**src/rtl/letc_pkg.sv**
```systemverilog
// --------------------
// LETC shared definitions
// Bus request and response structs, bus enums,
// address map and register offsets
// --------------------

package letc_pkg;

    // Data and address widths
    localparam int DATA_W      = 32;
    localparam int ADDR_W      = 16;
    localparam int WORD_ADDR_W = 10;
    localparam int REGION_W    = 4;
    localparam int OFFSET_W    = 12;

    // Transfer direction
    typedef enum logic {
        BUS_READ  = 1'b0,
        BUS_WRITE = 1'b1
    } bus_op_e;

    // Owner of a transaction
    typedef enum logic {
        REQ_CORE = 1'b0,
        REQ_PS   = 1'b1
    } requester_e;

    // Request from a manager, 49 bits
    typedef struct packed {
        bus_op_e            op;
        logic [ADDR_W-1:0]  addr;
        logic [DATA_W-1:0]  wdata;
    } bus_req_t;

    // Response back to a manager, 33 bits
    typedef struct packed {
        logic [DATA_W-1:0]  rdata;
        logic               err;
    } bus_rsp_t;

    // 4 KiB regions, selected by addr[15:12]
    localparam logic [REGION_W-1:0] REGION_SRAM  = 4'h0;
    localparam logic [REGION_W-1:0] REGION_GPIO  = 4'h1;
    localparam logic [REGION_W-1:0] REGION_TIMER = 4'h2;

    // GPIO register byte offsets
    localparam logic [OFFSET_W-1:0] GPIO_LED   = 12'h000;
    localparam logic [OFFSET_W-1:0] GPIO_DEBUG = 12'h004;
    localparam logic [OFFSET_W-1:0] GPIO_BTN   = 12'h008;

    // Timer register byte offsets
    localparam logic [OFFSET_W-1:0] TIMER_MTIME    = 12'h000;
    localparam logic [OFFSET_W-1:0] TIMER_MTIMECMP = 12'h004;
    localparam logic [OFFSET_W-1:0] TIMER_CTRL     = 12'h008;

    // Read value for unmapped addresses
    localparam logic [DATA_W-1:0] BAD_ADDR_DATA = 32'hDEAD_BEEF;

endpackage : letc_pkg
```
**src/rtl/letc_bus_decoder.sv**
```systemverilog
// --------------------
// LETC bus decoder
// Selects one subordinate from the address, then
// builds the response from its read data or the
// error value for unmapped addresses
// --------------------

module letc_bus_decoder #(
    parameter int SRAM_WORDS = 256
) (
    input  logic                                i_clk,
    input  logic                                i_arst_n,

    input  logic                                i_sel_valid,
    input  letc_pkg::bus_req_t                  i_sel_req,

    output logic                                o_sram_sel,
    output logic                                o_gpio_sel,
    output logic                                o_timer_sel,
    output letc_pkg::bus_op_e                   o_op,
    output logic [letc_pkg::WORD_ADDR_W-1:0]    o_word_addr,
    output logic [letc_pkg::DATA_W-1:0]         o_wdata,

    input  logic [letc_pkg::DATA_W-1:0]         i_sram_rdata,
    input  logic [letc_pkg::DATA_W-1:0]         i_gpio_rdata,
    input  logic [letc_pkg::DATA_W-1:0]         i_timer_rdata,

    output logic                                o_rsp_valid,
    output letc_pkg::bus_rsp_t                  o_rsp
);

    logic [letc_pkg::REGION_W-1:0] region;
    logic [letc_pkg::REGION_W-1:0] region_q;
    logic                          err_q;
    logic                          rsp_valid_q;

    assign region      = i_sel_req.addr[15:12];
    assign o_word_addr = i_sel_req.addr[11:2];
    assign o_op        = i_sel_req.op;
    assign o_wdata     = i_sel_req.wdata;

    // RAM offsets past the array count as unmapped
    assign o_sram_sel  = i_sel_valid && (region == letc_pkg::REGION_SRAM)
                         && (32'(o_word_addr) < SRAM_WORDS);
    assign o_gpio_sel  = i_sel_valid && (region == letc_pkg::REGION_GPIO);
    assign o_timer_sel = i_sel_valid && (region == letc_pkg::REGION_TIMER);

    always_ff @(posedge i_clk or negedge i_arst_n) begin
        if (!i_arst_n) begin
            rsp_valid_q <= 1'b0;
            region_q    <= '0;
            err_q       <= 1'b0;
        end else begin
            rsp_valid_q <= i_sel_valid;
            region_q    <= region;
            err_q       <= i_sel_valid && !(o_sram_sel || o_gpio_sel || o_timer_sel);
        end
    end

    // Subordinate data lines up with the registered region
    always_comb begin
        o_rsp.err = err_q;
        if (err_q) begin
            o_rsp.rdata = letc_pkg::BAD_ADDR_DATA;
        end else begin
            case (region_q)
                letc_pkg::REGION_GPIO:  o_rsp.rdata = i_gpio_rdata;
                letc_pkg::REGION_TIMER: o_rsp.rdata = i_timer_rdata;
                default:                o_rsp.rdata = i_sram_rdata;
            endcase
        end
    end

    assign o_rsp_valid = rsp_valid_q;

    a_sel_onehot: assert property (@(posedge i_clk) disable iff (!i_arst_n)
        $onehot0({o_sram_sel, o_gpio_sel, o_timer_sel}));

endmodule : letc_bus_decoder

```
**config.mk**
```make
export PLATFORM = sky130hd
export DESIGN_NAME = letc_bus_decoder
export DESIGN_NICKNAME = d
export VERILOG_FILES = /design/src/rtl/letc_pkg.sv /design/src/rtl/letc_bus_decoder.sv
export SDC_FILE = /design/constraint.sdc
export NUM_CORES = 1
export LEC_CHECK = 0
export BUFFER_PORTS_ARGS = -buffer_cell sky130_fd_sc_hd__buf_4
export CAP_MARGIN = 20
export CORE_AREA = 2 2 88 90
export DETAILED_ROUTE_END_ITERATION = 8
export DIE_AREA = 0 0 90 92
export GPL_ROUTABILITY_DRIVEN = 0
export HOLD_SLACK_MARGIN = 0.05
export PLACE_DENSITY_LB_ADDON = 0.12
export SLEW_MARGIN = 20
export SYNTH_ARGS = -nofsm -noshare
export SYNTH_HDL_FRONTEND = slang
export SYNTH_SLANG_ARGS = --single-unit
```
**constraint.sdc**
```tcl
create_clock -name i_clk -period 3.25 [get_ports i_clk]
set_input_delay 0.65 -clock i_clk [delete_from_list [all_inputs] [get_ports i_clk]]
set_output_delay 0.65 -clock i_clk [all_outputs]
set_load 0.005 [all_outputs]
```
==> results by group <==
Status
  • Outcome: finished clean

Critical path
  • Highest-delay cell along the critical path: or4b_1
  • Required @ worst endpoint: 2.60 ns
  • Worst path bufs/invs: 2
  • Slowest Stage Delay on Critical Path: 0.79 ns
  • WP data arrival: 2.01 ns
  • Critical Path Source Type: register
  • WP depth: 5
  • Crit-path cells: or4b_1, buf_12, nand3_1, a21oi_1, buf_4
  • Cell family with most CP delay: simple AND/OR/NAND/NOR gates
  • Crit path max fanout: 21
  • Setup crit end kind: primary output
  • Setup CP Type: register to primary output

Drt
  • Detail Route Antenna Nets: 0
  • Post-Route WL: 5640 µm
  • Drt pass-1 iters: 4
  • DR vias: 1651
  • Vias/cell: 4.45
  • Iteration-0 DRC Markers: 55
  • DRC Markers: 0
  • WL/cell: 15.2 µm

Synthesis
  • Post-synth top area cell: buf_4
  • Synth top area cells: buf_4 28%, a221oi_1 17%, nand3_1 13%
  • Yosys Warn Count: 0
  • Netlist cell types: 17
  • Synth top area share: 28.1%
  • Number of flops mapped to enable cells by yosys: 0
  • Post-synthesis cell area: 1230 µm²
  • Mapped Cells: 176
  • Seq cells post-synth: 6
  • Avg Synthesized Cell Area: 6.99 µm²
  • Register area share after synthesis: 12.2%
  • Share of synthesized flip-flops with an asynchronous set or reset: 100%
  • Synthesized Nets: 324
  • Top_reg_cell synth: dfrtp_1

Layout
  • Reg area: 150 µm²
  • Nets: 419
  • Final Instance Count excl. Fillers: 371
  • Fillers: 834
  • Share of layout cells above drive strength 1: 58.0%
  • Area delta synth->final: 75.7%
  • Diode count: 0
  • Multi-input gate area: 683 µm²

Timing
  • Max Fclk: 0.376 GHz
  • Setup_tns: 0 ns
  • Hold Vio Cnt, Final: 0
  • Worst setup margin: 0.590 ns
  • Measured slew at the worst slew-check pin: 0.707 ns
  • Tcrit/Tclk final: 81.9%
  • Slew Limit Fails: 0
  • Final setup vio count: 0
  • Crit path time final: 2.66 ns
  • Slew HR: 52.9%
  • RSZ-0062 raised after global routing: false

CTS
  • # H-tree levels: 1
  • Num CTS Buffers: 3
  • Clk root buf: clkbuf_8
  • Post-CTS Hold Buffers: 0
  • Max Root-Sink Buffers: 2
  • Setup Buffers After CTS: 0
  • CTS tree: built
  • Clock Pin Slew Worst Setup and Hold Paths: 0.04 ns
  • PostCTS Resize Cnt: 0
  • Clk sink count: 6

Place
  • Inst Count DP: 368
  • Hpwl dp: 4380 µm
  • Buffers on Ports: 143
  • Pre-CTS WS: 0.775 ns

Worst hold path
  • Hold Crit Class: input pin to async pin

Floorplanning
  • Initial Utilization: 16.5%
  • Ports: 228
  • Chip Height: 92 µm
  • Die X: 90 µm
  • Die area: 8280 µm²
  • Cell row count: 32
  • Core area: 7450 µm²

Global route
  • Global-route wire length before repair: 8560 µm
  • Largest net degree at the start of global routing: 22
  • Vias in the first global route: 1653
  • Initial antenna violation count: 0
  • GRT Overall Usage: 12.6%
  • Grt total ovfl: 0

Flow run
  • Max cap viols: 0

Power
  • Pwr per Cell Area: 198 nW/µm²
  • Static Leak: 1.09 nW
  • VDD IR-drop max: 0.186 mV
## synthesized netlist by cell type, drive strengths merged, types with 2 or more instances
master,instances
buf,56
nand3,32
nand2,25
a221oi,24
a21oi,8
a22oi,8
dfrtp,6
clkbuf,5
nor4b,3
nor2,2
nor3b,2
or4b,2
## cells in the final DEF, fill, tap and decap left out
master	n
buf_4	149
nand3_1	32
nand2_1	25
a221oi_1	24
a22oi_1	8
a21oi_1	8
dfrtp_1	6
clkbuf_8	3
nor4b_4	2
or4b_1	2
nor2_1	2
nor3b_1	2
buf_12	2
nor4b_1	1
and2_1	1
nor3_1	1
o31a_1	1
## stage by stage
stage                     instance area (µm²)  hold WS, ns  power (W)  utilization, %
after detailed placement                 2120        0.462   0.000326            28.5
final                                    2160        0.235   0.000429            29.0
after global placement                   2120        0.460   0.000325            28.5
after global routing                     2160        0.230   0.000463            29.0
after CTS                                2160        0.229   0.000437            29.0
after floorplan                          1230        0.354   0.000198               -
## worst paths after layout
path,startpoint,to,slack [ns]
max in group asynchronous,i_arst_n,region_q[0]$_DFF_PN0_,2.90
min in group i_clk,i_sel_req[46],region_q[2]$_DFF_PN0_,0.55
setup / recovery,region_q[3]$_DFF_PN0_,o_rsp[23],0.59
hold / removal,i_arst_n,o_rsp_valid$_DFF_PN0_,0.23
## logic make-up (layout without fill, tap and decap cells)
| logic type | Yosys count | after routing | share of synthesized area (%) |
|---|---|---|---|
| flip-flops | 6 | 6 | 12.2 |
| AO/OA/AOI/OAI | 41 | 41 | 25.9 |
| AND/OR/NAND/NOR | 68 | 68 | 28.2 |
| buffers and inverters | 61 | 154 | 33.7 |
## state kept, by name (all words and copies together), names as in the netlist
signal,flops
o_rsp_valid,1
region_q,4
err_q,1
## metal layers
| layer | wire length [µm] | GRT usage [%] |
|---|---|---|
| met1 | 2050 | 13.3 |
| met2 | 2930 | 24.2 |
| met3 | 509 | 3.29 |
| met4 | 146 | 4.23 |
| met5 | 0 | 0 |
## report_power, final
part	switching (W)	internal (W)	total [W]
clock network	0.0000279	0.0000792	0.000107
logic	0.0000801	0.000153	0.000233
registers	0.00000940	0.0000791	0.0000885
total	0.000117	0.000311	0.000429
## cell type report
class	count	share of cell area [%]
Timing Repair Buffer	151	53.6
Multi-Input combinational cell	109	31.6
Sequential cell	6	6.95
Clock buffer	3	1.91
Tap cell	102	5.91
(Power assumes the default switching activity.)
