<file path="config.mk">
export PLATFORM = sky130hd
export DESIGN_NAME = letc_bus_arbiter
export DESIGN_NICKNAME = d
export VERILOG_FILES = /design/src/rtl/letc_pkg.sv /design/src/rtl/letc_bus_arbiter.sv
export SDC_FILE = /design/constraint.sdc
export NUM_CORES = 1
export LEC_CHECK = 0
export BUFFER_PORTS_ARGS = -buffer_cell sky130_fd_sc_hd__buf_2
export CORE_AREA = 2 2 100 102
export DETAILED_ROUTE_END_ITERATION = 10
export DIE_AREA = 0 0 102 104
export PLACE_DENSITY = 0.61
export SETUP_SLACK_MARGIN = 0.02
export SLEW_MARGIN = 10
export SYNTH_ARGS = -nofsm -noshare
export SYNTH_HDL_FRONTEND = slang
export SYNTH_SLANG_ARGS = --single-unit
</file>
<file path="constraint.sdc">
create_clock -name i_clk -period 1.37 [get_ports i_clk]
set_input_delay 0.137 -clock i_clk [delete_from_list [all_inputs] [get_ports i_clk]]
set_output_delay 0.137 -clock i_clk [all_outputs]
set_load 0.1 [all_outputs]
</file>
<file path="src/rtl/letc_pkg.sv">
// --------------------
// LETC shared definitions
// Bus request and response structs, bus enums,
// address map and register offsets
// --------------------

package letc_pkg;

    // Data and address widths
    localparam int DATA_W      = 32;
    localparam int ADDR_W      = 16;
    localparam int WORD_ADDR_W = 10;
    localparam int REGION_W    = 4;
    localparam int OFFSET_W    = 12;

    // Transfer direction
    typedef enum logic {
        BUS_READ  = 1'b0,
        BUS_WRITE = 1'b1
    } bus_op_e;

    // Owner of a transaction
    typedef enum logic {
        REQ_CORE = 1'b0,
        REQ_PS   = 1'b1
    } requester_e;

    // Request from a manager, 49 bits
    typedef struct packed {
        bus_op_e            op;
        logic [ADDR_W-1:0]  addr;
        logic [DATA_W-1:0]  wdata;
    } bus_req_t;

    // Response back to a manager, 33 bits
    typedef struct packed {
        logic [DATA_W-1:0]  rdata;
        logic               err;
    } bus_rsp_t;

    // 4 KiB regions, selected by addr[15:12]
    localparam logic [REGION_W-1:0] REGION_SRAM  = 4'h0;
    localparam logic [REGION_W-1:0] REGION_GPIO  = 4'h1;
    localparam logic [REGION_W-1:0] REGION_TIMER = 4'h2;

    // GPIO register byte offsets
    localparam logic [OFFSET_W-1:0] GPIO_LED   = 12'h000;
    localparam logic [OFFSET_W-1:0] GPIO_DEBUG = 12'h004;
    localparam logic [OFFSET_W-1:0] GPIO_BTN   = 12'h008;

    // Timer register byte offsets
    localparam logic [OFFSET_W-1:0] TIMER_MTIME    = 12'h000;
    localparam logic [OFFSET_W-1:0] TIMER_MTIMECMP = 12'h004;
    localparam logic [OFFSET_W-1:0] TIMER_CTRL     = 12'h008;

    // Read value for unmapped addresses
    localparam logic [DATA_W-1:0] BAD_ADDR_DATA = 32'hDEAD_BEEF;

endpackage : letc_pkg
</file>
<file path="src/rtl/letc_bus_arbiter.sv">
// --------------------
// LETC bus arbiter
// Round-robin sharing of the peripheral bus between
// the core and PS managers, with response steering
// back to the manager that owns each transfer
// --------------------

module letc_bus_arbiter (
    input  logic                i_clk,
    input  logic                i_arst_n,

    input  logic                i_core_req_valid,
    input  letc_pkg::bus_req_t  i_core_req,
    output logic                o_core_req_ready,
    output logic                o_core_rsp_valid,
    output letc_pkg::bus_rsp_t  o_core_rsp,

    input  logic                i_ps_req_valid,
    input  letc_pkg::bus_req_t  i_ps_req,
    output logic                o_ps_req_ready,
    output logic                o_ps_rsp_valid,
    output letc_pkg::bus_rsp_t  o_ps_rsp,

    output logic                o_sel_valid,
    output letc_pkg::bus_req_t  o_sel_req,

    input  logic                i_rsp_valid,
    input  letc_pkg::bus_rsp_t  i_rsp
);

    letc_pkg::requester_e grant;
    letc_pkg::requester_e last_grant_q;
    letc_pkg::requester_e rsp_owner_q;

    // Tie goes to whoever was not granted last
    always_comb begin
        if (i_core_req_valid && i_ps_req_valid) begin
            grant = (last_grant_q == letc_pkg::REQ_PS) ? letc_pkg::REQ_CORE
                                                       : letc_pkg::REQ_PS;
        end else if (i_core_req_valid) begin
            grant = letc_pkg::REQ_CORE;
        end else begin
            grant = letc_pkg::REQ_PS;
        end
    end

    // Subordinates never stall, so any valid request is taken
    assign o_sel_valid      = i_core_req_valid || i_ps_req_valid;
    assign o_sel_req        = (grant == letc_pkg::REQ_CORE) ? i_core_req : i_ps_req;
    assign o_core_req_ready = i_core_req_valid && (grant == letc_pkg::REQ_CORE);
    assign o_ps_req_ready   = i_ps_req_valid && (grant == letc_pkg::REQ_PS);

    // Remember the owner for the response one cycle later
    always_ff @(posedge i_clk or negedge i_arst_n) begin
        if (!i_arst_n) begin
            last_grant_q <= letc_pkg::REQ_PS;
            rsp_owner_q  <= letc_pkg::REQ_CORE;
        end else if (o_sel_valid) begin
            last_grant_q <= grant;
            rsp_owner_q  <= grant;
        end
    end

    // Response data is shared, only the valid is steered
    assign o_core_rsp_valid = i_rsp_valid && (rsp_owner_q == letc_pkg::REQ_CORE);
    assign o_ps_rsp_valid   = i_rsp_valid && (rsp_owner_q == letc_pkg::REQ_PS);
    assign o_core_rsp       = i_rsp;
    assign o_ps_rsp         = i_rsp;

    // One manager granted per cycle
    a_one_ready: assert property (@(posedge i_clk) disable iff (!i_arst_n)
        !(o_core_req_ready && o_ps_req_ready));

    // A stalled manager keeps its request until accepted
    a_core_hold: assert property (@(posedge i_clk) disable iff (!i_arst_n)
        i_core_req_valid && !o_core_req_ready |=> i_core_req_valid && $stable(i_core_req));
    a_ps_hold: assert property (@(posedge i_clk) disable iff (!i_arst_n)
        i_ps_req_valid && !o_ps_req_ready |=> i_ps_req_valid && $stable(i_ps_req));

endmodule : letc_bus_arbiter

</file>
==> results.json, run 1 <==
{
  "firstDrtPassIters": 4,
  "setup_viol": 50,
  "path_buf_inv": 2,
  "wire_per_inst_um": 12.4,
  "root_buffer": "clkbuf_8",
  "arrival_ps": 1630,
  "core_area_um2": 9550,
  "cts_inserted_buffers": 3,
  "dp_hpwl_mm": 4.16,
  "yosysTopAreaCell": "mux2_4",
  "ant_nets": 0,
  "final_area_um2": 2730,
  "crit_path_max_incr_delay_ps": 520,
  "max_freq_mhz": 566,
  "path_class": "reg2out",
  "top_usage_layer": "met2",
  "cp.required_ps": 1230,
  "ys_types": 15,
  "crit_fanout": 19,
  "syn_area_um2": 1400,
  "hold_path_class": "in2reg",
  "maxSlewViolCount": 0,
  "grt_setup_unrepaired": "true",
  "violations": "negative setup slack",
  "gp_congestion": 0.765,
  "fill_cells": 967,
  "antenna_found_initial": 0,
  "fp.dieArea_um2": 10600,
  "synth_cells": 132,
  "place_area_um2": 2660,
  "tightest_slew_ps": 492,
  "cts.clk_slew.worst_paths_ps": 30,
  "critical-path-top-delay-family": "flip-flops",
  "final.period_utilization_pct": 129,
  "use_met3_pct": 3.29,
  "overflow": 0,
  "synth.top_cell.area_share_pct": 51.4,
  "status": "complete, but fails checks",
  "worst_slack_ps": -396,
  "end_kind": "output pin",
  "totalPowerFinal_mw": 2.68,
  "yosys_most_used_dff": "dfstp_2",
  "vdd_drop_max_mv": 0.253,
  "grt_pass1_wl_mm": 6.59,
  "path_cells": "nand2b_4, nand2_8, buf_12, mux2_4, buf_12",
  "crit_path_top_delay_cell": "dfstp_2",
  "ys_async_sr_fraction_pct": 100,
  "vias": 1213,
  "synth.most_common_cell": "buf_4",
  "drtIter0Drc": 44,
  "synth-edff-count": 0,
  "port_buffers": 156,
  "dp_slack_ps": -177,
  "drc": 0,
  "fin_skew_ps": 2.10,
  "placed_cells_incl_taps": 359,
  "antenna_cells": 0,
  "grtUsageTotal_pct": 7.81,
  "yosys_warnings": 0,
  "start_util_pct": 14.7,
  "grt_use_met2_pct": 15.4,
  "htreeDepth": 1,
  "cts_tree": "yes",
  "cts.sinks": 2,
  "slew_headroom_pct": 67.4,
  "worstSetupStartpointType": "flip-flop",
  "synth_nets": 268,
  "cpMostUsedCell": "buf_12",
  "ys_seq_area_share_pct": 3.66,
  "leakage_nw": 1.44,
  "nets": 368,
  "avgSynthCellArea_um2": 10.6,
  "tns_ps": -18190,
  "fp.dieW_um": 102,
  "pin_count": 256,
  "grt_max_degree": 20,
  "via_per_inst": 3.33,
  "grt_pass1_vias": 1341,
  "ys_top_cells_by_count": "buf_4 (66), mux2_4 (48), buf_6 (5), inv_1 (2)",
  "drv.max_cap_violation_count": 0,
  "die_h_um": 104,
  "totalWireLength_mm": 4.52,
  "final-instance-count-excl-fill": 364,
  "clockBufferDepth": 2,
  "synth-seq-cells": 2,
  "grtUsageMet1_pct": 7.02,
  "synth_area_leaders": "mux2_4 (51%), buf_4 (35%), buf_6 (4.0%), dfstp_2 (1.9%), dfrtp_1 (1.8%)",
  "hold_viol_final": 0,
  "power_density_nw_per_um2": 983,
  "period_needed_ps": 1770,
  "drive_above_1_share_pct": 97.0,
  "clk_latency_ps": 210,
  "area_growth_pct": 94.5,
  "fp-row-count": 36
}
[flip-flops by register name, summed over array words and instances (netlist names)]
| signal | count |
|---|---|
| last_grant_q | 1 |
| rsp_owner_q | 1 |
[layer usage]
metal,up-vias,share of wire [%]
met5,-,0
met4,0,0.60
met3,4,14
met2,86,55
met1,549,30
li1,574,-
[worst paths after layout]
kind	end	slack [ps]	depth (start not counted)	startpoint
setup reg to reg	rsp_owner_q	250	4	last_grant_q
hold / removal	last_grant_q	220	2	i_core_req_valid
setup / recovery	o_sel_req[1]	-400	5	last_grant_q
min in group asynchronous	rsp_owner_q	250	2	i_arst_n
hold reg to reg	rsp_owner_q	520	1	rsp_owner_q
max in group asynchronous	last_grant_q	930	2	i_arst_n
[worst reg2reg max path, stage by stage (launching register included)]
cell	delay, ps
dfstp_2	520
nand2b_4	140
nand2_8	70
buf_6	160
o21a_1	110
[cell families (layout without fill, tap and decap cells)]
family	after synthesis	in the layout	share of synthesized area, %
mux	49	49	52.2
compound gates	3	3	1.43
buf+inv	73	172	39.9
simple gates	5	5	2.77
flops	2	2	3.66
[placed cells by master, fill, tap and decap left out]
cell and count:
mux2_4 48, mux2_2 1, buf_2 105, dfstp_2 1
o21a_1 1, buf_12 52, nor2b_2 1, clkbuf_1 1
clkbuf_8 3, buf_4 7, nand2b_4 1, dfrtp_1 1
a21boi_2 1, o21ai_0 1, buf_6 1, and2_1 1
nand2_8 1, clkinvlp_4 1, inv_1 1, dlygate4sd3_1 1
or2_2 1
[timing repair]
action / 4_1_cts / 5_1_grt
hold endpoints to repair: 2 / 0
buffers inserted: 0 / 0
endpoints found under the setup margin: 50 / 50
resized for setup: 1 / 1
hold buffers: 1 / 0
[report_power, final]
group / internal (mW) / switching [mW] / total, mW
Combinational: 0.928 / 1.43 / 2.36
Sequential: 0.0707 / 0.00525 / 0.0759
Clock: 0.197 / 0.0463 / 0.243
[stage by stage]
stage | hold WS (ps) | utilization (%)
3_5_place_dp | -66.6 | 27.8
3_3_place_gp | -66.1 | 27.8
5_1_grt | 261 | 28.5
6_report | 223 | 28.5
4_1_cts | 186 | 28.4
2_1_floorplan | -159 | -
[final cells by class]
class | instances | area, µm² | share of cell area [%]
inverter | 2 | 11.3 | 0.413
multi-input combinational | 57 | 811 | 29.8
tap | 133 | 166 | 6.11
timing repair buffer | 166 | 1640 | 60.2
clock buffer | 4 | 45.0 | 1.65
sequential | 2 | 51.3 | 1.88
No activity file was read; power rests on OpenSTA's default activity.
==> run 2, diff against run 1 <==
SETUP_SLACK_MARGIN = 0.15   (was 0.02)
==> run 2 against run 1 <==
Final area barely moved. Register-to-register slack gained 20 ps. Final cell count shrank 1.4%. Total power about the same. Utilization is essentially flat. Wire length is 3.7% lower. Non-clock buffer count down 5. Via count down 1.2%. Die area did not move. Critical path type unchanged. Worst setup slack got worse by 2.8 ps. The flow still finishes with violations (negative setup slack). Flip-flop and latch count stayed put. First-iteration DRC count down 64%.
==> results.json, run 2 (synthesis results as in run 1) <==
{
  "cts.clk_slew.worst_paths_ps": 30,
  "cts_tree": "yes",
  "period_needed_ps": 1770,
  "critPathLaunch": "last_grant_q",
  "grt_pass1_vias": 1251,
  "worstSetupStartpointType": "flip-flop",
  "crit_fanout": 27,
  "slew_headroom_pct": 67.7,
  "final.period_utilization_pct": 129,
  "drtIter0Drc": 16,
  "fp.dieArea_um2": 10600,
  "totalPowerFinal_mw": 2.68,
  "internal_power_mw": 1.20,
  "die_h_um": 104,
  "holdWs_ps": 216,
  "crit_path_max_incr_delay_ps": 520,
  "drc": 0,
  "final_area_um2": 2720,
  "status": "complete, but fails checks",
  "maxSlewViolCount": 0,
  "path_cells": "nand2b_4, nand2_4, buf_12, mux2_4, buf_12",
  "start_util_pct": 14.7,
  "tightest_slew_ps": 488,
  "p_sw_mw": 1.47,
  "arrival_ps": 1630,
  "tns_ps": -18330,
  "core_area_um2": 9550,
  "holdCritStartpoint": "i_ps_req_valid",
  "setup_viol": 50,
  "hold_path_class": "in2reg",
  "placed_cells_incl_taps": 354,
  "grt_pass1_wl_mm": 6.15,
  "area_growth_pct": 94.4,
  "fp-row-count": 36,
  "pin_count": 256,
  "drv.max_cap_violation_count": 0,
  "clockBufferDepth": 2,
  "overflow": 0,
  "final-instance-count-excl-fill": 359,
  "grt_setup_unrepaired": "true",
  "port_buffers": 156,
  "cts_inserted_buffers": 3,
  "clk_latency_ps": 210,
  "vias": 1198,
  "place_area_um2": 2670,
  "fp.dieW_um": 102,
  "crit_path_top_delay_cell": "dfstp_2",
  "root_buffer": "clkbuf_8",
  "firstDrtPassIters": 2,
  "grt_max_degree": 28,
  "layout_commonest_cell": "buf_2",
  "p_comb_share_pct": 87.9,
  "multi_input_area_um2": 808,
  "reg_top3": "last_grant_q x1, rsp_owner_q x1",
  "via_per_inst": 3.34,
  "htreeDepth": 1,
  "vdd_drop_max_mv": 0.288,
  "dp_hpwl_mm": 4.03,
  "dp_slack_ps": -181,
  "cts.sinks": 2,
  "totalWireLength_mm": 4.35,
  "power_density_nw_per_um2": 983,
  "drive_above_1_share_pct": 97.3,
  "final_cell_mix": "buf_2 (103), buf_12 (55), mux2_4 (48), clkbuf_8 (3), buf_4 (2)",
  "end_kind": "output pin",
  "fill_cells": 978,
  "path_class": "reg2out",
  "leakage_nw": 1.44,
  "clkPwrFrac_pct": 9.2,
  "antenna_cells": 0,
  "antenna_found_initial": 0,
  "p_sw_share_pct": 55.1,
  "seq_area_um2": 51.3,
  "cp.required_ps": 1230,
  "path_buf_inv": 2,
  "worst_slack_ps": -399,
  "crit-reg2reg-launch": "last_grant_q",
  "final_util_pct": 28.5,
  "hold_viol_final": 0,
  "violations": "negative setup slack",
  "nets": 363,
  "gp_congestion": 0.667,
  "max_freq_mhz": 565,
  "seqPwrFrac_pct": 2.9,
  "critical-path-top-delay-family": "flip-flops",
  "fin_skew_ps": 7.37,
  "wire_per_inst_um": 12.1,
  "ant_nets": 0,
  "grtUsageTotal_pct": 7.30,
  "cpMostUsedCell": "buf_12"
}
run 2: power by group through the flow:
| stage | Combinational (mW) | Sequential [mW] | Clock (mW) |
|---|---|---|---|
| after floorplan | 2.43 | 0.0784 | 0 |
| after global placement | 2.35 | 0.0779 | 0 |
| after detailed placement | 2.37 | 0.0784 | 0 |
| after CTS | 2.37 | 0.0778 | 0.252 |
| after global routing | 2.42 | 0.0784 | 0.260 |
| final | 2.35 | 0.0776 | 0.245 |
run 2: worst reg2reg max path, cell delays in order, from the launching register on:
cell	delay (ps)
dfstp_2	520
nand2b_4	130
nand2_4	70
buf_12	160
o21a_1	110
run 2: layout make-up:
class	count	area share, %
Timing Repair Buffer	161	60.3
Multi-Input combinational cell	57	29.7
Tap cell	133	6.11
Inverter	2	0.413
Clock buffer	4	1.65
Sequential cell	2	1.88
run 2: timing repair:
item	4_1_cts	5_1_grt
pin swaps	0	0
setup endpoints to repair	50	51
resized for setup	0	0
setup buffers	0	0
endpoints found under the hold margin	2	0
hold buffers	1	0
run 2: metal layers:
layer | part of all wire, % | wire length, µm | vias to the layer above | global-route usage, %
met3 | 14 | 589 | 8 | 2.89
met4 | 0.90 | 39 | 0 | 1.90
met1 | 29 | 1260 | 541 | 6.37
li1 | - | - | 563 | -
met2 | 57 | 2460 | 86 | 14.8
met5 | 0 | 0 | - | 0
run 2: path summary, 6_finish.rpt:
kind,endpoint,slack [ps],cells past startpoint
max,o_sel_req[24],-400,5
min,rsp_owner_q,220,2
max reg2reg,rsp_owner_q,270,4
min reg2reg,rsp_owner_q,560,1
max in group asynchronous,last_grant_q,930,2
min in group asynchronous,rsp_owner_q,240,2
