File: src/rtl/letc_pkg.sv
// --------------------
// LETC shared definitions
// Bus request and response structs, bus enums,
// address map and register offsets
// --------------------

package letc_pkg;

    // Data and address widths
    localparam int DATA_W      = 32;
    localparam int ADDR_W      = 16;
    localparam int WORD_ADDR_W = 10;
    localparam int REGION_W    = 4;
    localparam int OFFSET_W    = 12;

    // Transfer direction
    typedef enum logic {
        BUS_READ  = 1'b0,
        BUS_WRITE = 1'b1
    } bus_op_e;

    // Owner of a transaction
    typedef enum logic {
        REQ_CORE = 1'b0,
        REQ_PS   = 1'b1
    } requester_e;

    // Request from a manager, 49 bits
    typedef struct packed {
        bus_op_e            op;
        logic [ADDR_W-1:0]  addr;
        logic [DATA_W-1:0]  wdata;
    } bus_req_t;

    // Response back to a manager, 33 bits
    typedef struct packed {
        logic [DATA_W-1:0]  rdata;
        logic               err;
    } bus_rsp_t;

    // 4 KiB regions, selected by addr[15:12]
    localparam logic [REGION_W-1:0] REGION_SRAM  = 4'h0;
    localparam logic [REGION_W-1:0] REGION_GPIO  = 4'h1;
    localparam logic [REGION_W-1:0] REGION_TIMER = 4'h2;

    // GPIO register byte offsets
    localparam logic [OFFSET_W-1:0] GPIO_LED   = 12'h000;
    localparam logic [OFFSET_W-1:0] GPIO_DEBUG = 12'h004;
    localparam logic [OFFSET_W-1:0] GPIO_BTN   = 12'h008;

    // Timer register byte offsets
    localparam logic [OFFSET_W-1:0] TIMER_MTIME    = 12'h000;
    localparam logic [OFFSET_W-1:0] TIMER_MTIMECMP = 12'h004;
    localparam logic [OFFSET_W-1:0] TIMER_CTRL     = 12'h008;

    // Read value for unmapped addresses
    localparam logic [DATA_W-1:0] BAD_ADDR_DATA = 32'hDEAD_BEEF;

endpackage : letc_pkg
File: src/rtl/letc_timer.sv
// --------------------
// LETC machine timer
// Prescaled mtime counter, compare register and
// the registered timer interrupt
// --------------------

module letc_timer #(
    parameter int TIMER_PRESCALE = 4
) (
    input  logic                                i_clk,
    input  logic                                i_arst_n,
    input  logic                                i_sel,
    input  letc_pkg::bus_op_e                   i_op,
    input  logic [letc_pkg::WORD_ADDR_W-1:0]    i_word_addr,
    input  logic [letc_pkg::DATA_W-1:0]         i_wdata,
    output logic [letc_pkg::DATA_W-1:0]         o_rdata,
    output logic                                o_irq_pending
);

    localparam int PW = (TIMER_PRESCALE > 1) ? $clog2(TIMER_PRESCALE) : 1;

    logic [letc_pkg::OFFSET_W-1:0] offset;
    logic                          wr;
    logic [PW-1:0]                 pre_q, pre_d;
    logic [letc_pkg::DATA_W-1:0]   mtime_q, mtime_d;
    logic [letc_pkg::DATA_W-1:0]   cmp_q, cmp_d;
    logic                          en_q, en_d;

    assign offset = {i_word_addr, 2'b00};
    assign wr     = i_sel && (i_op == letc_pkg::BUS_WRITE);

    always_comb begin
        pre_d   = '0;
        mtime_d = mtime_q;
        cmp_d   = cmp_q;
        en_d    = en_q;
        // Count one mtime tick per prescale period
        if (en_q) begin
            if (pre_q == PW'(TIMER_PRESCALE - 1)) begin
                mtime_d = mtime_q + 32'd1;
            end else begin
                pre_d = pre_q + PW'(1);
            end
        end
        // Bus writes win over the count
        if (wr) begin
            case (offset)
                letc_pkg::TIMER_MTIME:    mtime_d = i_wdata;
                letc_pkg::TIMER_MTIMECMP: cmp_d   = i_wdata;
                letc_pkg::TIMER_CTRL:     en_d    = i_wdata[0];
                default:                  ;
            endcase
        end
    end

    // Interrupt follows the next register values, so it matches them every cycle
    always_ff @(posedge i_clk or negedge i_arst_n) begin
        if (!i_arst_n) begin
            pre_q         <= '0;
            mtime_q       <= '0;
            cmp_q         <= '1;
            en_q          <= 1'b0;
            o_irq_pending <= 1'b0;
        end else begin
            pre_q         <= pre_d;
            mtime_q       <= mtime_d;
            cmp_q         <= cmp_d;
            en_q          <= en_d;
            o_irq_pending <= en_d && (mtime_d >= cmp_d);
        end
    end

    always_ff @(posedge i_clk) begin
        if (i_sel) begin
            case (offset)
                letc_pkg::TIMER_MTIME:    o_rdata <= mtime_q;
                letc_pkg::TIMER_MTIMECMP: o_rdata <= cmp_q;
                letc_pkg::TIMER_CTRL:     o_rdata <= {31'b0, en_q};
                default:                  o_rdata <= '0;
            endcase
        end
    end

    a_irq_needs_en: assert property (@(posedge i_clk) disable iff (!i_arst_n)
        !en_q |-> !o_irq_pending);

endmodule : letc_timer

File: config.mk
export PLATFORM = sky130hd
export DESIGN_NAME = letc_timer
export DESIGN_NICKNAME = d
export VERILOG_FILES = /design/src/rtl/letc_pkg.sv /design/src/rtl/letc_timer.sv
export SDC_FILE = /design/constraint.sdc
export NUM_CORES = 1
export LEC_CHECK = 0
export BUFFER_PORTS_ARGS = -buffer_cell sky130_fd_sc_hd__buf_2
export CAP_MARGIN = 40
export CORE_ASPECT_RATIO = 0.9
export CORE_MARGIN = 2
export CORE_UTILIZATION = 55
export DETAILED_ROUTE_END_ITERATION = 7
export PLACE_DENSITY = 0.81
export RECOVER_POWER = 25
export SYNTH_ARGS = -nofsm -noshare
export SYNTH_HDL_FRONTEND = slang
export SYNTH_SLANG_ARGS = --single-unit
File: constraint.sdc
create_clock -name i_clk -period 3.4 [get_ports i_clk]
set_input_delay 0.34 -clock i_clk [delete_from_list [all_inputs] [get_ports i_clk]]
set_output_delay 0.34 -clock i_clk [all_outputs]
set_load 0.05 [all_outputs]
==> flow_summary.ini, run 1 <==
[timing]
max_freq_mhz = 317
slew-limit-headroom_pct = -25.3
worst_pin_slew_ns = 1.88
slew_viol_final = 37
rsz0062_at_grt = false
worst_slack_ns = 0.243
setup_viol = 0
hold_slack_ns = 0.232
finalHoldViolCount = 0
min_period_ns = 3.16
worst_clock_skew_ns = 0.0119
post-route-period-util_pct = 92.8

[die]
dieArea_mm2 = 0.0105
ioPinCount = 79
core_mm2 = 0.00957
die_w_um = 108
rows = 34
initial_core_util_pct = 55.8
die_h_um = 97.5

[placed_design]
dp_slack_ns = -0.00293
place_area_mm2 = 0.00600
place_hpwl_mm = 8.75
gp_congestion = 0.891
io_buffers = 78

[pwr]
p_sw_share_pct = 22.8
intPower_w = 0.00182
ir_drop_mv = 0.198
p_seq_share_pct = 53.8
power_density_mw_per_mm2 = 378
power_frac_comb_pct = 6.9
power_frac_clock_pct = 39.2
total_power_w = 0.00236
leakage_nw = 2.66
p_sw_w = 0.000537

[global_routing]
grt_pass1_vias = 4125
antenna_found_initial = 0
grt_max_degree = 38
grt_pass1_wl_mm = 20.3
grtUsageTotal_pct = 24.8
grt_overflow = 0

[routing]
vias_per_cell = 5.89
wl_per_cell_um = 17.6
drtIter0Drc = 169
vias = 4091
routed_wl_mm = 12.2
post-route-drc-count = 0
antenna_left = 0
first_pass_iters = 4

[logic_synthesis]
synth_top_area_share_pct = 18.0
syn_area_mm2 = 0.00534
synthSimpleGateAreaFrac_pct = 13.5
ys_seq_area_share_pct = 50.6
async_flop_share_pct = 68.0
synth_top_area_cell = edfxtp_1
ys.warnings.count = 0
yosys-top-cells-area = edfxtp_1, dfrtp_1, dfstp_2, ha_1, a22o_1
synth_top_family_by_area = simple AND/OR/NAND/NOR gates
synthAdderAreaFrac_pct = 7.96
synth_cells = 473
synth-edff-count = 32
synth-seq-cells = 100
synth.area.mux_share_pct = 7.00
syn_avg_cell_area_um2 = 11.3
synth_cell_types = 49
synth_fp_nets = 553
synth_compound_area_share_pct = 11.6
synth_flop_cell = dfrtp_1
synth_xor_xnor_area_share_pct = 5.08

[critical_path]
worstRegToRegCells = 11
cpPeakStageDelay_ns = 0.60
crit_fanout = 7
crit_type = reg2reg
arrival_ns = 3.40
cp_slowest_cell = or4_4
start_kind = register
end_kind = register
cp_cell_sequence = nand4_2 > or4_4 > nor4_4 > xnor2_1 > a21oi_1 > ha_1 > a21oi_1 > a21boi_0 > a311o_1 > o21ai_1 > o21ai_1
r2r-start = mtime_q[9]
timing.rr.end = o_irq_pending
cp.required_ns = 3.64
r2r_slack_ns = 0.24

[outcome]
outcome = finished with violations
violations = max-capacitance violations, max-slew violations

[cells_and_area]
num-fill-cells = 742
diodes = 0
layout_commonest_cell = buf_2
final_core_util_pct = 65.2
nets = 643
layout_common_cells = buf_2, nor2_1, a21oi_1, dfrtp_1, ha_1
final_cell_area_mm2 = 0.00624
drive_above_1_share_pct = 33.1
syn_to_final_growth_pct = 16.7

[cts]
htree_levels = 3
cts.sinks = 100
numCtsBuffers = 9
clk_latency_ns = 0.37
cts-root-buf = clkbuf_8
tritoncts = done
clock_path_buffers = 2
path_clk_slew_ns = 0.10

[run]
cap_viol_max_count = 1

[worst_hold_path]
min_from = i_wdata[21]
holdPathStages = 3
min_path_type = in2reg
min_to = cmp_q[21]
[critical path, delay by kind of cell, from the launching register on]
| kind | cells | cell delay (ns) |
|---|---|---|
| compound gates | 6 | 0.98 |
| xor+xnor | 1 | 0.15 |
| fa+ha+maj | 1 | 0.35 |
| flops | 1 | 0.49 |
| simple gates | 3 | 1.07 |
[area by class of cell]
type	count	area, µm²	share of cell area, %
inverter	35	131	2.11
timing repair buffer	99	574	9.21
multi-input combinational	318	2420	38.8
clock inverter	6	111	1.79
clock buffer	10	138	2.21
tap	126	158	2.53
sequential	100	2700	43.3
[cells in the mapped netlist, types with 2 or more instances]
| cell | number |
|---|---|
| a211oi_1 | 2 |
| a21o_1 | 2 |
| a21oi_1 | 40 |
| a22o_1 | 31 |
| and2_1 | 3 |
| and3_1 | 6 |
| and4_1 | 2 |
| and4b_1 | 2 |
| buf_2 | 8 |
| buf_4 | 3 |
| clkbuf_1 | 9 |
| dfrtp_1 | 36 |
| dfstp_2 | 32 |
| edfxtp_1 | 32 |
| ha_1 | 34 |
| inv_1 | 18 |
| inv_2 | 17 |
| mux2_2 | 18 |
| mux2i_1 | 16 |
| nand2_1 | 15 |
| nand3_1 | 17 |
| nand4_1 | 18 |
| nor2_1 | 40 |
| nor3_1 | 5 |
| nor4_1 | 5 |
| nor4_4 | 3 |
| o21ai_0 | 5 |
| o21ai_1 | 3 |
| or4_4 | 2 |
| xnor2_1 | 11 |
| xor2_1 | 20 |
[layer usage]
| layer | global-route usage (%) | up-vias | wire, µm |
|---|---|---|---|
| met5 | 0 | - | 0 |
| met3 | 4.29 | 22 | 781 |
| li1 | - | 1907 | - |
| met1 | 34.1 | 1998 | 5250 |
| met4 | 9.07 | 0 | 268 |
| met2 | 39.4 | 164 | 5920 |
[flip-flops by register name, summed over array words and instances, names as in the netlist]
name and flops:
o_rdata 32, mtime_q 32, cmp_q 32, en_q 1, pre_q 2, o_irq_pending 1
[timing repair]
action | 4_1_cts | 5_1_grt
resized for setup | 0 | 0
hold endpoints to repair | 4 | 0
hold buffers | 1 | 0
setup buffers | 0 | 0
[power by group through the flow]
stage / Combinational [W] / Clock (W) / Sequential, W
after global placement: 0.000160 / 0 / 0.00129
after CTS: 0.000169 / 0.000944 / 0.00127
after detailed placement: 0.000167 / 0 / 0.00129
after floorplan: 0.0000422 / 0 / 0.00133
final: 0.000164 / 0.000925 / 0.00127
after global routing: 0.000179 / 0.000984 / 0.00127
[cells by family (layout without fill, tap and decap cells)]
kind of cell    count (synthesis)  after routing
xor+xnor                       31             31
buf+inv                        55            150
mux                            35             35
flops                         100            100
fa+ha+maj                      34             34
compound gates                 92             92
simple gates                  126            126
[per-stage QoR]
stage          instances  setup TNS (ns)
3_5_place_dp         677        -0.00293
2_1_floorplan        473               0
3_3_place_gp         676               0
4_1_cts              694               0
5_1_grt              694               0
6_report             694               0
[how the worst max path moves through the flow]
stage	startpoint	to	slack, ns	depth (start not counted)
after detailed placement	i_word_addr[3]	o_irq_pending	-0.003	13
after global routing	pre_q[0]	o_irq_pending	0.06	13
final	mtime_q[9]	o_irq_pending	0.24	11
after global placement	i_word_addr[7]	o_irq_pending	0.13	12
after floorplan	i_word_addr[3]	o_irq_pending	0.39	12
after CTS	mtime_q[9]	o_irq_pending	0.27	11
Note: power is estimated with default switching activity, not from simulation.
==> run 2: changes to the inputs <==
--- a/config.mk
+++ b/config.mk
@@ -9,9 +9,9 @@
 export CAP_MARGIN = 40
 export CORE_ASPECT_RATIO = 0.9
 export CORE_MARGIN = 2
-export CORE_UTILIZATION = 55
+export CORE_UTILIZATION = 35
 export DETAILED_ROUTE_END_ITERATION = 7
-export PLACE_DENSITY = 0.81
+export PLACE_DENSITY = 0.57
 export RECOVER_POWER = 25
 export SYNTH_ARGS = -nofsm -noshare
 export SYNTH_HDL_FRONTEND = slang
==> run 2 against run 1 <==
Against the previous run: the run now ends clean; via count down 4.3%; hold slack better by 0.016 ns; clock power up 28%; total power up 11%; global-route usage down 7.9 points; combinational power about the same; flip-flop and latch count unchanged; critical path type is now in2reg.
==> flow_summary.ini, run 2 (same netlist as run 1, synthesis figures left out) <==
[outcome]
outcome = finished, final reports clean

[critical_path]
cp_common_cell = o21ai_1
worstRegToRegCells = 13
timing.rr.end = o_irq_pending
cp_top_family = simple AND/OR/NAND/NOR gates
r2r-start = pre_q[0]
cp_cell_sequence = buf_2 > nor4_1 > nand2_1 > nor4_4 > buf_12 > buf_4 > mux2_2 > inv_2 > ha_1 > a21oi_1 > a21boi_0 > a311o_1 > o21ai_1 > o21ai_1
cp_slowest_cell = nor4_1
end_kind = register
critPathBufInv = 4
crit_fanout = 17
crit_type = in2reg
cp.required_ns = 3.64
arrival_ns = 3.38
start_kind = input port
r2r_slack_ns = 0.27
cpPeakStageDelay_ns = 0.42

[routing]
routed_wl_mm = 13.0
wl_per_cell_um = 16.9
antenna_left = 0
vias_per_cell = 5.11
drtIter0Drc = 221
vias = 3916
post-route-drc-count = 0
first_pass_iters = 4

[global_routing]
grt_overflow = 0
grt_pass1_wl_mm = 21.0
grt_max_degree = 34
grt_pass1_vias = 4005
grtUsageTotal_pct = 16.9
antenna_found_initial = 0

[timing]
setup_viol = 0
slew-limit-headroom_pct = 6.17
min_period_ns = 3.14
max_freq_mhz = 319
post-route-period-util_pct = 92.3
finalHoldViolCount = 0
worst_clock_skew_ns = 0.00719
hold_slack_ns = 0.248
slew_viol_final = 0
worst_pin_slew_ns = 1.41

[cells_and_area]
final_cell_area_mm2 = 0.00644
diodes = 0
drive_above_1_share_pct = 33.7
multi_input_comb_area_mm2 = 0.00245
layout_common_cells = buf_2, a21oi_1, nor2_1, dfrtp_1, ha_1
syn_to_final_growth_pct = 20.6
final-seq-area_mm2 = 0.00270
layout_commonest_cell = buf_2
num-fill-cells = 1473
nets = 644
reg_top3 = cmp_q x32, mtime_q x32, o_rdata x32

[placed_design]
place_area_mm2 = 0.00608
place_hpwl_mm = 9.22
gp_congestion = 0.793
io_buffers = 78

[die]
dieArea_mm2 = 0.0163
ioPinCount = 79
initial_core_util_pct = 36.1
rows = 42
core_mm2 = 0.0148
die_h_um = 121
die_w_um = 134

[cts]
post_cts_buffers = 0
clk_latency_ns = 0.36
cts.sinks = 100
clock_path_buffers = 2
path_clk_slew_ns = 0.07
tritoncts = done
cts-root-buf = clkbuf_16
htree_levels = 3
numCtsBuffers = 9

[worst_hold_path]
holdPathStages = 3
min_to = cmp_q[21]
min_from = i_wdata[21]
min_path_type = in2reg

[pwr]
total_power_w = 0.00262
leakage_nw = 2.72
ir_drop_mv = 0.312
power_density_mw_per_mm2 = 407

[run]
cap_viol_max_count = 0
==> run 2: cell types whose count changed in the layout (fill, tap and decap cells not counted), sizes merged <==
cell	before	now
buf	93	95
clkinvlp	1	0
==> run 2: final cells by class <==
| class | instances | share of cell area [%] |
|---|---|---|
| tap | 198 | 3.85 |
| timing repair buffer | 100 | 8.89 |
| inverter | 35 | 2.04 |
| clock buffer | 11 | 3.77 |
| sequential | 100 | 41.9 |
| clock inverter | 5 | 1.53 |
| multi-input combinational | 318 | 38.0 |
==> run 2: tightest hold or removal path, delay by kind of cell <==
family / cells / cell delay (ns)
mux: 1 / 0.08
buf+inv: 2 / 0.15
==> run 2: worst max path at each step <==
stage	slack (ns)	cells past startpoint	end	start
4_1_cts	0.07	13	o_irq_pending	pre_q[0]
5_1_grt	-0.005	13	o_irq_pending	mtime_q[0]
2_1_floorplan	0.39	12	o_irq_pending	i_word_addr[3]
3_5_place_dp	-0.12	13	o_irq_pending	i_word_addr[3]
3_3_place_gp	-0.05	12	o_irq_pending	i_word_addr[3]
6_report	0.26	14	o_irq_pending	i_word_addr[3]
==> run 2: report_power, final <==
| part | internal [W] | leakage, nW | switching [W] | total, W |
|---|---|---|---|---|
| registers | 0.00126 | 1.01 | 0.00000875 | 0.00127 |
| clock network | 0.000736 | 0.167 | 0.000449 | 0.00118 |
| logic | 0.0000515 | 1.54 | 0.000114 | 0.000166 |
| total | 0.00205 | 2.72 | 0.000572 | 0.00262 |
==> run 2: per-layer routing <==
layer | track usage (%) | part of all wire (%) | vias to the layer above
li1 | - | - | 1906
met1 | 23.6 | 49 | 1910
met2 | 25.6 | 45 | 83
met3 | 3.09 | 3.8 | 17
met4 | 7.24 | 2.0 | 0
met5 | 0 | 0 | -
==> run 2: through the flow <==
step           cells  worst slack [ns]   TNS, ns  utilization (%)
2_1_floorplan    473             0.388         0                -
3_3_place_gp     750           -0.0530   -0.0530             41.0
3_5_place_dp     750            -0.116    -0.116             41.0
4_1_cts          767            0.0736         0             43.4
5_1_grt          767          -0.00470  -0.00470             43.5
6_report         767             0.261         0             43.5
==> run 2: repair_timing <==
item                                    4_1_cts  5_1_grt
hold endpoints to repair                     13        0
hold buffers                                  1        0
gates resized for setup                       0        5
endpoints found under the setup margin        0        1
