===== config.mk =====
export PLATFORM = sky130hd
export DESIGN_NAME = letc_gpio
export DESIGN_NICKNAME = d
export VERILOG_FILES = /design/src/rtl/letc_pkg.sv /design/src/rtl/letc_gpio.sv
export SDC_FILE = /design/constraint.sdc
export NUM_CORES = 1
export LEC_CHECK = 0
export ABC_CLOCK_PERIOD_IN_PS = 1700
export BUFFER_PORTS_ARGS = -buffer_cell sky130_fd_sc_hd__clkbuf_2
export CAP_MARGIN = 20
export CORE_MARGIN = 8
export CORE_UTILIZATION = 34
export DETAILED_ROUTE_END_ITERATION = 10
export PLACE_DENSITY = 0.67
export RECOVER_POWER = 25
export REMOVE_ABC_BUFFERS = 1
export SYNTH_ARGS = -nofsm -noshare
export SYNTH_HDL_FRONTEND = slang
export SYNTH_SLANG_ARGS = --single-unit
export TNS_END_PERCENT = 5

===== constraint.sdc =====
create_clock -name i_clk -period 1.7 [get_ports i_clk]
set_input_delay 0.51 -clock i_clk [delete_from_list [all_inputs] [get_ports i_clk]]
set_output_delay 0.51 -clock i_clk [all_outputs]
set_load 0.005 [all_outputs]

===== src/rtl/letc_pkg.sv =====
// --------------------
// LETC shared definitions
// Bus request and response structs, bus enums,
// address map and register offsets
// --------------------

package letc_pkg;

    // Data and address widths
    localparam int DATA_W      = 32;
    localparam int ADDR_W      = 16;
    localparam int WORD_ADDR_W = 10;
    localparam int REGION_W    = 4;
    localparam int OFFSET_W    = 12;

    // Transfer direction
    typedef enum logic {
        BUS_READ  = 1'b0,
        BUS_WRITE = 1'b1
    } bus_op_e;

    // Owner of a transaction
    typedef enum logic {
        REQ_CORE = 1'b0,
        REQ_PS   = 1'b1
    } requester_e;

    // Request from a manager, 49 bits
    typedef struct packed {
        bus_op_e            op;
        logic [ADDR_W-1:0]  addr;
        logic [DATA_W-1:0]  wdata;
    } bus_req_t;

    // Response back to a manager, 33 bits
    typedef struct packed {
        logic [DATA_W-1:0]  rdata;
        logic               err;
    } bus_rsp_t;

    // 4 KiB regions, selected by addr[15:12]
    localparam logic [REGION_W-1:0] REGION_SRAM  = 4'h0;
    localparam logic [REGION_W-1:0] REGION_GPIO  = 4'h1;
    localparam logic [REGION_W-1:0] REGION_TIMER = 4'h2;

    // GPIO register byte offsets
    localparam logic [OFFSET_W-1:0] GPIO_LED   = 12'h000;
    localparam logic [OFFSET_W-1:0] GPIO_DEBUG = 12'h004;
    localparam logic [OFFSET_W-1:0] GPIO_BTN   = 12'h008;

    // Timer register byte offsets
    localparam logic [OFFSET_W-1:0] TIMER_MTIME    = 12'h000;
    localparam logic [OFFSET_W-1:0] TIMER_MTIMECMP = 12'h004;
    localparam logic [OFFSET_W-1:0] TIMER_CTRL     = 12'h008;

    // Read value for unmapped addresses
    localparam logic [DATA_W-1:0] BAD_ADDR_DATA = 32'hDEAD_BEEF;

endpackage : letc_pkg

===== src/rtl/letc_gpio.sv =====
// --------------------
// LETC GPIO
// LED and debug output registers, plus a
// synchronized button input register
// --------------------

module letc_gpio (
    input  logic                                i_clk,
    input  logic                                i_arst_n,
    input  logic                                i_sel,
    input  letc_pkg::bus_op_e                   i_op,
    input  logic [letc_pkg::WORD_ADDR_W-1:0]    i_word_addr,
    input  logic [letc_pkg::DATA_W-1:0]         i_wdata,
    input  logic [1:0]                          i_btn,
    output logic [letc_pkg::DATA_W-1:0]         o_rdata,
    output logic [5:0]                          o_led,
    output logic [7:0]                          o_debug
);

    logic [letc_pkg::OFFSET_W-1:0] offset;
    logic                          wr;
    logic [1:0]                    btn_meta_q;
    logic [1:0]                    btn_sync_q;

    assign offset = {i_word_addr, 2'b00};
    assign wr     = i_sel && (i_op == letc_pkg::BUS_WRITE);

    // Button writes fall through, the register is read-only
    always_ff @(posedge i_clk or negedge i_arst_n) begin
        if (!i_arst_n) begin
            o_led   <= '0;
            o_debug <= '0;
        end else if (wr) begin
            if (offset == letc_pkg::GPIO_LED) begin
                o_led <= i_wdata[5:0];
            end
            if (offset == letc_pkg::GPIO_DEBUG) begin
                o_debug <= i_wdata[7:0];
            end
        end
    end

    // Two flop synchronizer for the asynchronous buttons
    always_ff @(posedge i_clk or negedge i_arst_n) begin
        if (!i_arst_n) begin
            btn_meta_q <= '0;
            btn_sync_q <= '0;
        end else begin
            btn_meta_q <= i_btn;
            btn_sync_q <= btn_meta_q;
        end
    end

    always_ff @(posedge i_clk) begin
        if (i_sel) begin
            case (offset)
                letc_pkg::GPIO_LED:   o_rdata <= {26'b0, o_led};
                letc_pkg::GPIO_DEBUG: o_rdata <= {24'b0, o_debug};
                letc_pkg::GPIO_BTN:   o_rdata <= {30'b0, btn_sync_q};
                default:              o_rdata <= '0;
            endcase
        end
    end

endmodule : letc_gpio


==> results of run 1 <==
## per-layer routing
layer / wire, µm / up-vias / part of all wire
met5: 0 / - / 0
met4: 32 / 0 / 0.012
met3: 298 / 4 / 0.11
met2: 1330 / 38 / 0.50
met1: 974 / 386 / 0.37
li1: - / 377 / -
## per-stage QoR
step           TNS (ps)  std cells
2_1_floorplan         0         91
4_1_cts               0        193
5_1_grt               0        193
6_report              0        193
3_5_place_dp      -1290        189
3_3_place_gp       -638        189
## registers in the layout, summed over array words and instances, names as in the netlist
signal and count:
o_rdata 8, o_debug 8, btn_sync_q 2, btn_meta_q 2
o_led 6
## final cells by class
type | count | area share
timing repair buffer | 50 | 0.170
multi-input combinational | 65 | 0.308
clock buffer | 4 | 0.0357
sequential | 26 | 0.448
tap | 48 | 0.0390
## kinds of logic after synthesis
kind of cell,share of synthesized area
AND/OR/NAND/NOR,0.123
AO/OA/AOI/OAI,0.00789
flip-flops,0.544
buffers and inverters,0.150
multiplexers,0.172
other,0.00296
## layout by cell type, fill, tap and decap left out, drive strengths merged
master / netlist / layout
a21oi: 2 / 2
and2: 2 / 2
and2b: 1 / 1
and3: 2 / 2
buf: 26 / 5
clkbuf: 0 / 49
conb: 1 / 24
dfrtp: 18 / 18
edfxtp: 8 / 8
mux2: 14 / 14
mux2i: 6 / 6
nand2: 3 / 3
nand4: 2 / 2
nor2: 1 / 1
nor3: 4 / 4
nor4: 2 / 2
or2: 2 / 2
## power groups by stage
| stage | sequential (mW) | combinational (mW) | clock (mW) |
|---|---|---|---|
| 2_1_floorplan | 0.677 | 0.0298 | 0 |
| 3_3_place_gp | 0.675 | 0.0974 | 0 |
| 3_5_place_dp | 0.676 | 0.100 | 0 |
| 4_1_cts | 0.663 | 0.101 | 0.389 |
| 5_1_grt | 0.664 | 0.114 | 0.416 |
| 6_report | 0.663 | 0.101 | 0.374 |
## worst min-delay path by stage
stage,cells past startpoint,start,endpoint,slack (ps)
4_1_cts,1,i_arst_n,btn_meta_q[0],170
5_1_grt,1,i_btn[0],btn_meta_q[0],340
3_3_place_gp,0,btn_meta_q[0],btn_sync_q[0],340
2_1_floorplan,0,i_arst_n,btn_meta_q[0],210
3_5_place_dp,0,btn_meta_q[1],btn_sync_q[1],340
6_report,1,i_arst_n,btn_meta_q[0],350
## worst max-delay path: cells and delay by family
| kind | cells | cell delay (ps) |
|---|---|---|
| AND/OR/NAND/NOR | 2 | 700 |
| multiplexers | 1 | 380 |
| buffers and inverters | 1 | 100 |
==> metrics.csv, run 1 <==
metric;value;unit
synth_top_area_cell;dfrtp_1;
relSlewSlack;0.402;
combinationalPowerShare;0.089;
drcViolationCount;0;
fillers;367;
ys_top_cells_by_area;dfrtp_1 36%, edfxtp_1 19%, buf_4 14%;
final_net_count;194;
crit_chain;clkbuf_2 > nor4_4 > nand4_4 > mux2_1;
power.share.switching;0.204;
fin_util;0.424;
startpoint;i_word_addr[5];
clock-root-buffer;clkbuf_8;
r2r_cells;3;
multi_input_area;474;µm²
die_h;77.1;µm
synth-edff-count;8;
r2r-start;o_led[0];
power_leakage;0.817;nW
grt_pass1_vias;960;
critPathMaxFanout;8;
syn_to_final_growth;21.5;%
rsz0062_at_grt;false;
insertion_delay;260;ps
drive_above_1_share;0.497;
use_met1;0.0815;
synthDominantCellAreaShare;0.355;
crit_path_max_incr_delay;430;ps
total_power;1.14;mW
r2r-end;o_rdata[0];
dr.first_iter.drc_count;60;
start_util;0.349;
antenna_found_initial;0;
post-cts-setup-buffers;0;
dp_slack;-148;ps
hp-class;input pin to asynchronous set/reset pin;
cp-end-kind;flop;
core.rowCount;22;
grt_remaining_overflow;0;
cts-buffers-inserted;3;
wl;2630;µm
cp_slowest_cell;nor4_4;
globalplace.congestion;0.765;
period_minus_slack;1540;ps
p_int;0.906;mW
die_w;77.1;µm
p_seq_frac;0.583;
port_buffers;45;
grt_pass1_wl;4330;µm
met2_usage;0.161;
die-area;5940;µm²
clock_tree.buffer_depth;2;
critPathCapture;o_debug[5];
yosysUniqueCellTypes;19;
gr-usage-met3;0.0513;
path_class;input pin to flop;
startpoint_type;input pin;
clkTransAtPathRegs;80;ps
finalCritPeriodShare;0.907;
status;completed;
yosysMostFrequentCell;buf_4;
n_antenna_cell;0;
placed_area;1490;µm²
tightest_slew;896;ps
yosysWarnings;0;
synth_area_per_cell;13.5;µm²
finClkSkew;1.27;ps
reg2reg_setup_slack;720;ps
holdBufCountCts;0;
syn_inst;94;
fin_ws;158;ps
ys_ff_latch;26;
synthFlopType;dfrtp_1;
maxClockFrequency;648;MHz
post_cts_resized;0;
via_count;805;
slew_viol_final;0;
pwr-share-clk;0.329;
hpwlAfterDp;2280;µm
fin_hold_ws;347;ps
vdd_drop_max;0.235;mV
power_density;738;nW/µm²
synth_commonest_cells;24 x buf_4, 18 x dfrtp_1, 13 x mux2_2;
cts_tree;built;
yosysSeqAreaShare;0.544;
postRouteAntennaNets;0;
firstDrtPassIters;4;
netlist_area;1270;µm²
core;3630;µm²
seqCellArea;691;µm²
h-tree-depth;1;
grt_max_degree;19;
critPathRequiredTime;1850;ps
cts_sinks;26;
ios;94;
design_area;1540;µm²
viasPerCell;4.17;
setup_viol;0;
finalHoldViolations;0;
arrival;1690;ps
grt_busiest_layer;met2;
wl_per_cell;13.6;µm
synth-async-reset-ratio;0.692;
track_usage;0.0895;
maxCapViolations;0;
switching_power;0.231;mW
Power figures use the tool's default switching activity.
==> run 2: changes to the inputs <==
--- a/config.mk
+++ b/config.mk
@@ -5,7 +5,8 @@
 export SDC_FILE = /design/constraint.sdc
 export NUM_CORES = 1
 export LEC_CHECK = 0
-export ABC_CLOCK_PERIOD_IN_PS = 1700
+export ABC_AREA = 1
+export ABC_CLOCK_PERIOD_IN_PS = 1900
 export BUFFER_PORTS_ARGS = -buffer_cell sky130_fd_sc_hd__clkbuf_2
 export CAP_MARGIN = 20
 export CORE_MARGIN = 8
==> constraint.sdc (replaced) <==
create_clock -name i_clk -period 1.9 [get_ports i_clk]
set_input_delay 0.57 -clock i_clk [delete_from_list [all_inputs] [get_ports i_clk]]
set_output_delay 0.57 -clock i_clk [all_outputs]
set_load 0.005 [all_outputs]
==> run 2 against run 1 <==
Effect of this change:
- wire length increased by 11%
- count of clock-buffer cells in the layout is 1 lower
- clock skew increased by 6.7 ps
- clock power fell by 18%
- worst hold slack better by 5.2 ps
- synthesized cell count up 49%
- critical path type unchanged
- largest cell class unchanged
==> metrics.csv, run 2 <==
metric;value;unit;change
grt_pass1_vias;1055;;was 960
reg_top3;o_debug (8), o_rdata (8), o_led (6);;unchanged
tightest_slew;934;ps;was 896 ps
synth_commonest_cells;36 x nand2_1, 25 x buf_4, 18 x dfrtp_1;;was 24 x buf_4, 18 x dfrtp_1, 13 x mux2_2
die_w;77.9;µm;was 77.1 µm
dr.first_iter.drc_count;70;;was 60
finalNonFillerCells;233;;was 193
ys_ff_latch;26;;unchanged
rsz0062_at_grt;false;;unchanged
startpoint_type;input pin;;unchanged
track_usage;0.0971;;was 0.0895
core;3660;µm²;was 3630 µm²
r2r-start;o_debug[0];;was o_led[0]
p_seq_frac;0.601;;was 0.583
drcViolationCount;0;;unchanged
final_net_count;234;;was 194
core.rowCount;22;;unchanged
post_cts_resized;0;;unchanged
insertion_delay;260;ps;about the same
synth-edff-count;8;;unchanged
die-area;6060;µm²;was 5940 µm²
cp-end-kind;flop;;unchanged
synthDominantCellAreaShare;0.346;;was 0.355
postRouteAntennaNets;0;;unchanged
placed_area;1500;µm²;was 1490 µm²
post-cts-setup-buffers;0;;unchanged
n_antenna_cell;0;;unchanged
drive_above_1_share;0.292;;was 0.497
finClkSkew;7.94;ps;was 1.27 ps
path_class;input pin to flop;;unchanged
synth_top_area_cell;dfrtp_1;;unchanged
setup_viol;0;;unchanged
critPathRequiredTime;2060;ps;was 1850 ps
wl;2920;µm;was 2630 µm
r2r-end;o_rdata[0];;unchanged
clock_tree.buffer_depth;2;;unchanged
p_int;0.762;mW;was 0.906 mW
fin_util;0.420;;was 0.424
port_buffers;45;;unchanged
critPathMaxFanout;31;;was 8
fillers;396;;was 367
relSlewSlack;0.377;;was 0.402
power_leakage;0.835;nW;was 0.817 nW
clock-root-buffer;clkbuf_8;;unchanged
syn_to_final_growth;18.3;%;was 21.5%
power.share.switching;0.228;;was 0.204
yosysWarnings;0;;unchanged
vdd_drop_max;0.201;mV;was 0.235 mV
finalCritPeriodShare;0.770;;
yosysUniqueCellTypes;13;;was 19
grt_max_degree;32;;was 19
synth-async-reset-ratio;0.692;;unchanged
finalHoldViolations;0;;unchanged
cts-buffers-inserted;3;;unchanged
status;completed;;unchanged
wl_per_cell;12.5;µm;was 13.6 µm
clkTransAtPathRegs;90;ps;was 80 ps
synthFlopType;dfrtp_1;;unchanged
switching_power;0.225;mW;was 0.231 mW
worst-path-buf-inv;2;;was 1
ios;94;;unchanged
netlist_area;1300;µm²;was 1270 µm²
whs_path_depth;0;;
crit_chain;clkbuf_2 > nor2_1 > nand2_1 > nor2_2 > buf_12 > nand3_1 > nand2_1 > nand2_1;;was clkbuf_2 > nor4_4 > nand4_4 > mux2_1
final_common_cell;clkbuf_2;;unchanged
pwr-share-clk;0.311;;was 0.329
ys_top_cells_by_area;dfrtp_1 35%, edfxtp_1 18%, buf_4 14%;;was dfrtp_1 36%, edfxtp_1 19%, buf_4 14%
firstDrtPassIters;6;;was 4
cts_tree;built;;unchanged
reg2reg_setup_slack;1070;ps;was 720 ps
final_cell_mix;44 x clkbuf_2, 36 x nand2_1, 24 x conb_1;;was 44 x clkbuf_2, 24 x conb_1, 18 x dfrtp_1
slew_viol_final;0;;unchanged
cp_slowest_cell;nand3_1;;was nor4_4
period_minus_slack;1460;ps;
design_area;1540;µm²;about the same
holdCritStartpoint;btn_meta_q[0];;
antenna_found_initial;0;;unchanged
crit_path_max_incr_delay;280;ps;was 430 ps
crit_top_cell;nand2_1;;
combinationalPowerShare;0.088;;was 0.089
arrival;1630;ps;was 1690 ps
grt_pass1_wl;4860;µm;was 4330 µm
yosysMostFrequentCell;nand2_1;;was buf_4
crit_family;simple AND/OR/NAND/NOR gates;;unchanged
holdBufCountCts;0;;unchanged
hpwlAfterDp;2300;µm;was 2280 µm
via_count;1014;;was 805
r2r_cells;2;;was 3
placedCellCount;229;;was 189
viasPerCell;4.35;;was 4.17
globalplace.congestion;0.753;;was 0.765
syn_inst;140;;was 94
die_h;77.9;µm;was 77.1 µm
synth_area_per_cell;9.29;µm²;was 13.5 µm²
hold_end;btn_sync_q[0];;
start_util;0.355;;was 0.349
maxCapViolations;0;;unchanged
cts_sinks;26;;unchanged
h-tree-depth;1;;unchanged
yosysSeqAreaShare;0.531;;was 0.544
power_density;641;nW/µm²;was 738 nW/µm²
hp-class;flop to flop;;was input pin to asynchronous set/reset pin
maxClockFrequency;684;MHz;
grt_remaining_overflow;0;;unchanged
run 2: worst max path at each step:
| stage | from | to | slack [ps] | depth (start not counted) |
|---|---|---|---|---|
| finish | i_word_addr[3] | o_debug[6] | 440 | 8 |
| global route | i_word_addr[9] | o_debug[4] | 230 | 8 |
| CTS | i_word_addr[9] | o_debug[6] | 410 | 8 |
| detailed placement | i_word_addr[9] | o_debug[6] | 130 | 8 |
| global placement | i_word_addr[3] | o_debug[4] | 160 | 8 |
| floorplan | i_word_addr[3] | o_debug[0] | -120 | 6 |
run 2: logic make-up (layout without fill, tap and decap cells):
kind of cell,Yosys count,count (layout),synth area share
other,1,24,0.00288
DFF,26,26,0.531
buffers and inverters,35,57,0.178
and+or+nand+nor,78,78,0.288
run 2: final cells by class:
type	count	area (µm²)	share of cell area
well taps	48	60.1	0.0390
clock inverters	1	3.75	0.00244
clock buffers	3	41.3	0.0268
repair buffers	48	259	0.168
inverters	5	18.8	0.0122
multi-input cells	102	465	0.302
flip-flops and latches	26	691	0.449
run 2: power groups by stage:
| stage | registers (mW) | clock network, mW | logic [mW] |
|---|---|---|---|
| floorplan | 0.606 | 0 | 0.0300 |
| global placement | 0.604 | 0 | 0.0848 |
| detailed placement | 0.605 | 0 | 0.0863 |
| CTS | 0.593 | 0.313 | 0.0864 |
| global route | 0.594 | 0.338 | 0.0998 |
| finish | 0.593 | 0.307 | 0.0868 |
run 2: per-stage QoR:
stage	hold WS, ps	power, mW	TNS, ps	worst slack [ps]
2_1_floorplan	274	0.636	-999	-125
3_3_place_gp	333	0.689	0	158
3_5_place_dp	335	0.691	0	131
4_1_cts	241	0.993	0	415
5_1_grt	367	1.03	0	234
6_report	352	0.987	0	438
run 2: metal layers:
layer  share of wire  global-route usage  vias to the layer above  routed length (µm)
li1                -                   -                      510                   -
met1            0.41               0.106                      468                1210
met2            0.50               0.169                       34                1450
met3           0.075              0.0323                        2                 219
met4           0.013              0.0396                        0                  38
met5               0                   0                        -                   0
